<file path="config.mk">
export PLATFORM = sky130hd
export DESIGN_NAME = dds_top
export DESIGN_NICKNAME = d
export VERILOG_FILES = /design/src/design/dds_pkg.sv /design/src/design/dds_cmd_builder.sv /design/src/design/dds_spi_shifter.sv /design/src/design/dds_update_seq.sv /design/src/design/dds_top.sv
export SDC_FILE = /design/constraint.sdc
export NUM_CORES = 1
export LEC_CHECK = 0
export BUFFER_PORTS_ARGS = -buffer_cell sky130_fd_sc_hd__buf_2
export CAP_MARGIN = 20
export CORE_MARGIN = 5
export CORE_UTILIZATION = 30
export CTS_CLUSTER_DIAMETER = 120
export DETAILED_ROUTE_END_ITERATION = 10
export REMOVE_ABC_BUFFERS = 1
export SYNTH_ARGS = -nofsm -noshare
export SYNTH_HDL_FRONTEND = slang
export SYNTH_HIERARCHICAL = 1
export SYNTH_SLANG_ARGS = --single-unit
</file>
<file path="constraint.sdc">
create_clock -name clk_in -period 3.37 [get_ports clk_in]
set_input_delay 0.1685 -clock clk_in [delete_from_list [all_inputs] [get_ports clk_in]]
set_output_delay 0.1685 -clock clk_in [all_outputs]
set_load 0.02 [all_outputs]
</file>
<file path="src/design/dds_pkg.sv">
package dds_pkg;

	//////////////////////////////////////////////////
	// payload widths
	//////////////////////////////////////////////////

	localparam int FREQ_W  = 48;	// frequency tuning word
	localparam int PHASE_W = 14;	// phase offset
	localparam int AMP_W   = 10;	// amplitude scale

	//////////////////////////////////////////////////
	// instruction word layout
	//////////////////////////////////////////////////

	localparam int INSTR_W = 64;	// 16 bit header + 48 bit payload
	localparam int SHORT_W = 32;	// 16 bit header + 16 bit payload

	// register addresses, 13 bit
	localparam logic [12:0] FREQ_ADDR  = 13'h01AB;
	localparam logic [12:0] PHASE_ADDR = 13'h01AD;
	localparam logic [12:0] AMP_ADDR   = 13'h040C;

	// width codes in the header
	localparam logic [1:0] WC_LONG  = 2'b11;	// 48 bit payload
	localparam logic [1:0] WC_SHORT = 2'b01;	// 16 bit payload

	//////////////////////////////////////////////////
	// timing, in clk_in cycles
	//////////////////////////////////////////////////

	localparam int IO_UPDATE_CYCLES = 4;	// io_update high time
	localparam int UPDATE_LATENCY   = 5;	// chip update latency after io_update

endpackage

</file>
<file path="src/design/dds_cmd_builder.sv">
`timescale 1ns/10ps

module dds_cmd_builder (
	input  logic                        clk_in,
	input  logic                        reset_in,
	input  logic [dds_pkg::FREQ_W-1:0]  freq,
	input  logic                        freq_valid,
	output logic                        freq_ready,
	input  logic [dds_pkg::PHASE_W-1:0] phase,
	input  logic                        phase_valid,
	output logic                        phase_ready,
	input  logic [dds_pkg::AMP_W-1:0]   amp,
	input  logic                        amp_valid,
	output logic                        amp_ready,
	input  logic                        tx_enable,
	input  logic                        cmd_ready,
	output logic                        cmd_valid,
	output logic [dds_pkg::INSTR_W-1:0] cmd_word,
	output logic                        cmd_long,
	output logic                        any_pending
);
	import dds_pkg::*;

	logic [FREQ_W-1:0]  freq_q;		// held values
	logic [PHASE_W-1:0] phase_q;
	logic [AMP_W-1:0]   amp_q;
	logic freq_pend, phase_pend, amp_pend;	// value waiting for the chip
	logic [INSTR_W-1:0] freq_word, phase_word, amp_word;
	logic [INSTR_W-1:0] next_word;	// highest priority word
	logic               next_long;
	logic [2:0]         next_sel;	// one-hot {amp, phase, freq}
	logic [2:0]         sel_q;	// source of the word on offer
	logic               cmd_take;

	assign freq_ready  = ~freq_pend;	// one slot per parameter
	assign phase_ready = ~phase_pend;
	assign amp_ready   = ~amp_pend;
	assign any_pending = freq_pend | phase_pend | amp_pend;
	assign cmd_take    = cmd_valid & cmd_ready;

	//////////////////////////////////////////////////
	// instruction words
	//////////////////////////////////////////////////

	assign freq_word  = {1'b0, WC_LONG, FREQ_ADDR, freq_q};
	assign phase_word = {1'b0, WC_SHORT, PHASE_ADDR, 16'(phase_q),
		{(INSTR_W-SHORT_W){1'b0}}};	// left aligned
	assign amp_word   = {1'b0, WC_SHORT, AMP_ADDR, 16'(amp_q),
		{(INSTR_W-SHORT_W){1'b0}}};

	always_comb begin	// freq over phase over amp
		next_word = amp_word;
		next_long = 1'b0;
		next_sel  = 3'b100;
		if (freq_pend) begin
			next_word = freq_word;
			next_long = 1'b1;
			next_sel  = 3'b001;
		end else if (phase_pend) begin
			next_word = phase_word;
			next_sel  = 3'b010;
		end
	end

	always_ff @(posedge clk_in) begin	// value capture on handshake
		if (freq_valid && freq_ready)
			freq_q <= freq;
		if (phase_valid && phase_ready)
			phase_q <= phase;
		if (amp_valid && amp_ready)
			amp_q <= amp;
	end

	always_ff @(posedge clk_in) begin
		if (reset_in) begin
			freq_pend  <= 1'b0;
			phase_pend <= 1'b0;
			amp_pend   <= 1'b0;
			cmd_valid  <= 1'b0;
		end else begin
			if (freq_valid && freq_ready)
				freq_pend <= 1'b1;
			else if (cmd_take && sel_q[0])
				freq_pend <= 1'b0;	// released once the shifter has it
			if (phase_valid && phase_ready)
				phase_pend <= 1'b1;
			else if (cmd_take && sel_q[1])
				phase_pend <= 1'b0;
			if (amp_valid && amp_ready)
				amp_pend <= 1'b1;
			else if (cmd_take && sel_q[2])
				amp_pend <= 1'b0;
			if (cmd_take)
				cmd_valid <= 1'b0;	// one idle cycle between words
			else if (!cmd_valid && tx_enable && any_pending)
				cmd_valid <= 1'b1;
		end
	end

	always_ff @(posedge clk_in) begin	// word frozen while offered
		if (!cmd_valid) begin
			cmd_word <= next_word;
			cmd_long <= next_long;
			sel_q    <= next_sel;
		end
	end

endmodule

</file>
<file path="src/design/dds_spi_shifter.sv">
`timescale 1ns/10ps

module dds_spi_shifter (
	input  logic                        clk_in,
	input  logic                        reset_in,
	input  logic                        cmd_valid,
	output logic                        cmd_ready,
	input  logic [dds_pkg::INSTR_W-1:0] cmd_word,
	input  logic                        cmd_long,
	output logic                        busy,
	output logic                        sclk,
	output logic                        csb,
	output logic                        sdio
);
	import dds_pkg::*;

	typedef enum logic [1:0] {
		SH_IDLE,
		SH_SHIFT,
		SH_GUARD
	} sh_state_t;

	sh_state_t          state;
	logic [INSTR_W-1:0] sreg;	// msb goes out first
	logic [5:0]         bits_left;	// bits after the current one
	logic               guard_cnt;	// two cycle gap

	assign cmd_ready = (state == SH_IDLE);
	assign busy      = (state != SH_IDLE);
	assign sdio      = sreg[INSTR_W-1] & ~csb;	// quiet outside a word

	//////////////////////////////////////////////////
	// control: csb, sclk phase, bit count
	//////////////////////////////////////////////////

	always_ff @(posedge clk_in) begin
		if (reset_in) begin
			state     <= SH_IDLE;
			csb       <= 1'b1;
			sclk      <= 1'b0;
			bits_left <= '0;
			guard_cnt <= 1'b0;
		end else begin
			case (state)
				SH_IDLE: begin
					if (cmd_valid) begin
						state     <= SH_SHIFT;
						csb       <= 1'b0;	// low the cycle after accept
						sclk      <= 1'b0;
						bits_left <= cmd_long ? 6'(INSTR_W-1) : 6'(SHORT_W-1);
					end
				end
				SH_SHIFT: begin
					sclk <= ~sclk;	// half rate
					if (sclk) begin	// end of the high half
						if (bits_left == '0) begin
							state     <= SH_GUARD;
							csb       <= 1'b1;
							sclk      <= 1'b0;
							guard_cnt <= 1'b0;
						end else begin
							bits_left <= bits_left - 6'd1;
						end
					end
				end
				SH_GUARD: begin
					guard_cnt <= 1'b1;
					if (guard_cnt)
						state <= SH_IDLE;
				end
				default: state <= SH_IDLE;
			endcase
		end
	end

	// data path: load on accept, shift as sclk falls
	always_ff @(posedge clk_in) begin
		if (state == SH_IDLE && cmd_valid)
			sreg <= cmd_word;
		else if (state == SH_SHIFT && sclk)
			sreg <= {sreg[INSTR_W-2:0], 1'b0};	// next bit while sclk low
	end

endmodule

</file>
<file path="src/design/dds_update_seq.sv">
`timescale 1ns/10ps

module dds_update_seq (
	input  logic clk_in,
	input  logic reset_in,
	input  logic any_pending,
	input  logic shifter_busy,
	output logic tx_enable,
	output logic io_update,
	output logic done
);
	import dds_pkg::*;

	typedef enum logic [2:0] {
		ST_IDLE,
		ST_BATCH,
		ST_UPDATE,
		ST_WAIT,
		ST_DONE
	} seq_state_t;

	seq_state_t state;
	logic [2:0] cnt;	// shared by update and wait

	//////////////////////////////////////////////////
	// outputs, straight state decode
	//////////////////////////////////////////////////

	assign tx_enable = (state == ST_BATCH);	// builder may offer words
	assign io_update = (state == ST_UPDATE);
	assign done      = (state == ST_DONE);	// single cycle

	//////////////////////////////////////////////////
	// batch FSM
	//////////////////////////////////////////////////

	always_ff @(posedge clk_in) begin
		if (reset_in) begin
			state <= ST_IDLE;
			cnt   <= '0;
		end else begin
			cnt <= cnt + 3'd1;	// free running, cleared on entry
			case (state)
				ST_IDLE: begin
					if (any_pending)
						state <= ST_BATCH;
				end
				ST_BATCH: begin
					// late arrivals keep the batch open
					if (!any_pending && !shifter_busy) begin
						state <= ST_UPDATE;
						cnt   <= '0;
					end
				end
				ST_UPDATE: begin
					if (cnt == 3'(IO_UPDATE_CYCLES-1)) begin
						state <= ST_WAIT;
						cnt   <= '0;
					end
				end
				ST_WAIT: begin
					// latency plus one cycle after io_update drops
					if (cnt == 3'(UPDATE_LATENCY))
						state <= ST_DONE;
				end
				ST_DONE: begin
					state <= ST_IDLE;	// back for the next batch
				end
				default: state <= ST_IDLE;
			endcase
		end
	end

endmodule

</file>
<file path="src/design/dds_top.sv">
`timescale 1ns/10ps

module dds_top (
	input  logic                        clk_in,
	input  logic                        reset_in,
	input  logic [dds_pkg::FREQ_W-1:0]  freq,
	input  logic                        freq_valid,
	output logic                        freq_ready,
	input  logic [dds_pkg::PHASE_W-1:0] phase,
	input  logic                        phase_valid,
	output logic                        phase_ready,
	input  logic [dds_pkg::AMP_W-1:0]   amp,
	input  logic                        amp_valid,
	output logic                        amp_ready,
	output logic                        sclk,
	output logic                        csb,
	output logic                        sdio,
	output logic                        io_update,
	output logic                        dds_reset,
	output logic                        done
);
	import dds_pkg::*;

	logic               cmd_valid, cmd_ready, cmd_long;
	logic [INSTR_W-1:0] cmd_word;
	logic               any_pending, tx_enable, shifter_busy;

	always_ff @(posedge clk_in) begin
		dds_reset <= reset_in;	// chip reset, one register
	end

	//////////////////////////////////////////////////
	// blocks
	//////////////////////////////////////////////////

	dds_cmd_builder u_builder (
		.clk_in, .reset_in,
		.freq, .freq_valid, .freq_ready,
		.phase, .phase_valid, .phase_ready,
		.amp, .amp_valid, .amp_ready,
		.tx_enable, .cmd_ready, .cmd_valid, .cmd_word, .cmd_long,
		.any_pending
	);

	dds_spi_shifter u_shifter (
		.clk_in, .reset_in,
		.cmd_valid, .cmd_ready, .cmd_word, .cmd_long,
		.busy (shifter_busy),	// guard gap included
		.sclk, .csb, .sdio
	);

	dds_update_seq u_seq (
		.clk_in, .reset_in,
		.any_pending, .shifter_busy,
		.tx_enable, .io_update, .done
	);

endmodule

</file>
==> impl_metrics.py <==
metrics = {
    "logic_synthesis": {
        "synth_common_cells": "nand2_1, edfxtp_1, and2_1",
        "synth_area_per_cell_sq_um": 13.34,
        "ys_ff_latch": 212,
        "synth_edf_count": 190,
        "netlist_area_sq_um": 8217,
        "synthCells": 616,
        "ys_async_sr_fraction": 0,
        "yosysWarnings": 6,
        "ys_types": 39,
        "synth_top_area_share": 0.6944,
        "yosysMostFrequentCell": "nand2_1",
        "synth_largest_area_cell": "edfxtp_1",
        "yosysSeqAreaShare": 0.7480,
        "synth.area.top_cells": "edfxtp_1, nand2_1, dfxtp_1, and2_1, buf_4",
        "synth_flop_cell": "edfxtp_1",
    },
    "global_routing": {
        "busiest_layer": "met2",
        "use_met1": 0.1319,
        "globalRouteMet2Util": 0.1678,
        "grt-ovfl-total": 0,
        "use_met3": 0.01743,
        "track_usage": 0.09792,
        "grt_first_pass_wirelength_mm": 25.10,
        "first_global_vias": 4990,
        "grt_max_degree": 69,
        "antenna_found_initial": 0,
    },
    "sta": {
        "rsz0062_at_grt": "false",
        "fin_crit_ps": 2140,
        "final-hold-violation-count": 0,
        "fmax_ghz": 0.4673,
        "maxSlewViolCount": 0,
        "min_period_over_period": 0.6349,
        "tightest_slew_ps": 970.8,
        "finalClockSkew_ps": 13.73,
        "slew_headroom": 0.3519,
        "setup_viol": 0,
    },
    "clock_tree": {
        "numCtsBuffers": 22,
        "path_clk_slew_ps": 70,
        "cts_sinks": 212,
        "cts_resized": 0,
        "root_buffer": "clkbuf_16",
        "postCtsSetupBuffers": 0,
        "cts_tree": "done",
        "htree_levels": 1,
        "clk_latency_ps": 500,
        "clockBufferDepth": 3,
    },
    "route": {
        "detail-route-antenna-nets": 0,
        "drtIter0Drc": 333,
        "dr.pass1.iters": 4,
        "via_per_inst": 4.302,
        "avgRoutedWirePerCell_microns": 13.61,
        "drc": 0,
        "wl_mm": 15.42,
        "vias": 4874,
    },
    "power_and_ir_drop": {
        "p_leak_nw": 4.116,
        "p_sw_frac": 0.2235,
        "p_per_area_nw_per_um2": 586.6,
        "peakVddDrop_mv": 0.4614,
        "p_int_w": 0.004749,
        "clkPwrFrac": 0.391,
        "switchingPower_w": 0.001367,
        "seqPwrFrac": 0.524,
        "combPwrFrac": 0.085,
    },
    "critical_path": {
        "critPathKind": "register to register",
        "cp-start-kind": "register",
        "critPathRequiredTime_ps": 3530,
        "crit_path_end_kind": "register",
        "worstPathMaxFanout": 36,
        "cp_data_arrival_time_ps": 2300,
    },
    "cells_and_area": {
        "stdcell_count": 1133,
        "diodes": 0,
        "utilization": 0.3869,
        "drive_gt1_frac": 0.1793,
        "layout.nets": 859,
        "syn2layout_area_growth_pct": 26.89,
    },
    "outcome": {
        "status": "finished clean",
    },
    "placement": {
        "dp_cells": 1018,
        "dp_hpwl_mm": 8.961,
        "place.gp.congestion": 0.7277,
        "port_buffers": 85,
    },
    "floorplanning": {
        "dieArea_sq_um": 30800,
        "coreArea_sq_um": 26950,
        "fp.dieW_microns": 175.5,
        "start_util": 0.3049,
        "row_count": 60,
        "die_height_microns": 175.5,
        "io_pins": 86,
    },
    "hold_path": {
        "hold_path.class": "input port to register",
    },
    "run": {
        "cap_violations": 0,
    },
}
per-layer routing:
layer	routed length (microns)	up-vias
met2	7397	99
met3	695	22
li1	-	2440
met5	0	-
met4	183	0
met1	7142	2313
through the flow:
stage	total power, W	setup slack [ps]	hold WS (ps)	TNS, ps	instance area (sq um)
after floorplan	0.003537	-1122	196.2	-64350	8014
after global placement	0.003706	1231	344.9	0	8950
after detailed placement	0.003720	1208	346.6	0	8950
after CTS	0.006191	1201	39.88	0	10430
after global routing	0.006380	1086	59.97	0	10430
final	0.006116	1230	44.23	0	10430
sequential cells by signal, indices dropped and copies added (netlist names):
name,cells
u_shifter/csb,1
u_shifter/sreg,64
u_shifter/state,2
u_seq/state,3
u_builder/freq_pend,1
u_builder/cmd_word,51
u_seq/cnt,3
u_shifter/guard_cnt,1
dds_reset,1
u_builder/freq_q,48
u_builder/amp_q,10
u_shifter/sclk,1
u_builder/cmd_long,1
u_shifter/bits_left,6
u_builder/sel_q,2
u_builder/phase_q,14
u_builder/amp_pend,1
u_builder/cmd_valid,1
u_builder/phase_pend,1
power groups by stage:
stage | logic [W] | registers, W | clock network [W]
6_report | 0.000518 | 0.00321 | 0.00239
5_1_grt | 0.000586 | 0.00323 | 0.00257
4_1_cts | 0.000524 | 0.00321 | 0.00246
3_5_place_dp | 0.000456 | 0.00326 | 0
3_3_place_gp | 0.000445 | 0.00326 | 0
2_1_floorplan | 0.000289 | 0.00325 | 0
critical path, cell delays in order, from the launching register on:
cell and delay, ps:
dfxtp_1 450, mux2i_1 130, or2_4 270, inv_2 550, buf_4 400
what timing repair did:
action	4_1_cts	5_1_grt
setup endpoints to repair	0	0
hold endpoints to repair	75	0
hold buffers	75	0
cells by family (layout without fill, tap and decap cells):
kind of cell | Yosys count | count (layout) | synth area share
other cells | 2 | 8 | 0.0009140
fa+ha+maj | 6 | 6 | 0.009136
simple gates | 284 | 284 | 0.1538
flops | 212 | 212 | 0.7480
mux | 11 | 11 | 0.01340
compound gates | 46 | 46 | 0.04005
buf+inv | 55 | 225 | 0.03472
path summary, 6_finish.rpt:
kind / startpoint / endpoint / slack, ps / cells past startpoint
max: u_shifter/state[0] / u_shifter/sreg[5] / 1230 / 4
min reg2reg: u_seq/cnt[0] / u_seq/cnt[0] / 470 / 1
min: reset_in / dds_reset / 40 / 1
max reg2reg: u_shifter/state[0] / u_shifter/sreg[5] / 1230 / 4
layout by cell type (no fill, tap or decap), types with 2 or more instances in the layout:
cell / count
ha_1: 6
nand3_1: 3
clkbuf_16: 23
edfxtp_1: 190
nor2_1: 14
clkinvlp_4: 2
clkinv_2: 7
buf_2: 85
a41o_1: 2
inv_1: 14
nor2b_1: 7
a311oi_1: 10
nand2_1: 203
and2_1: 37
a22o_1: 5
mux2i_1: 11
clkbuf_1: 2
nor3b_1: 2
nor3_1: 6
conb_1: 8
bufinv_16: 2
dlygate4sd3_1: 75
dfxtp_1: 21
a21oi_1: 7
o21ai_0: 13
a31oi_1: 2
clkinv_1: 2
inv_2: 2
nor3b_2: 2
buf_4: 9
layout make-up:
class	instances	area, sq um
sequential	212	6147
multi-input combinational	355	1823
clock buffer	25	583.1
timing repair buffer	169	1244
clock inverter	15	142.6
inverter	16	60.06
fill	2476	16520
tap	341	426.7
No activity file was read; power rests on OpenSTA's default activity.
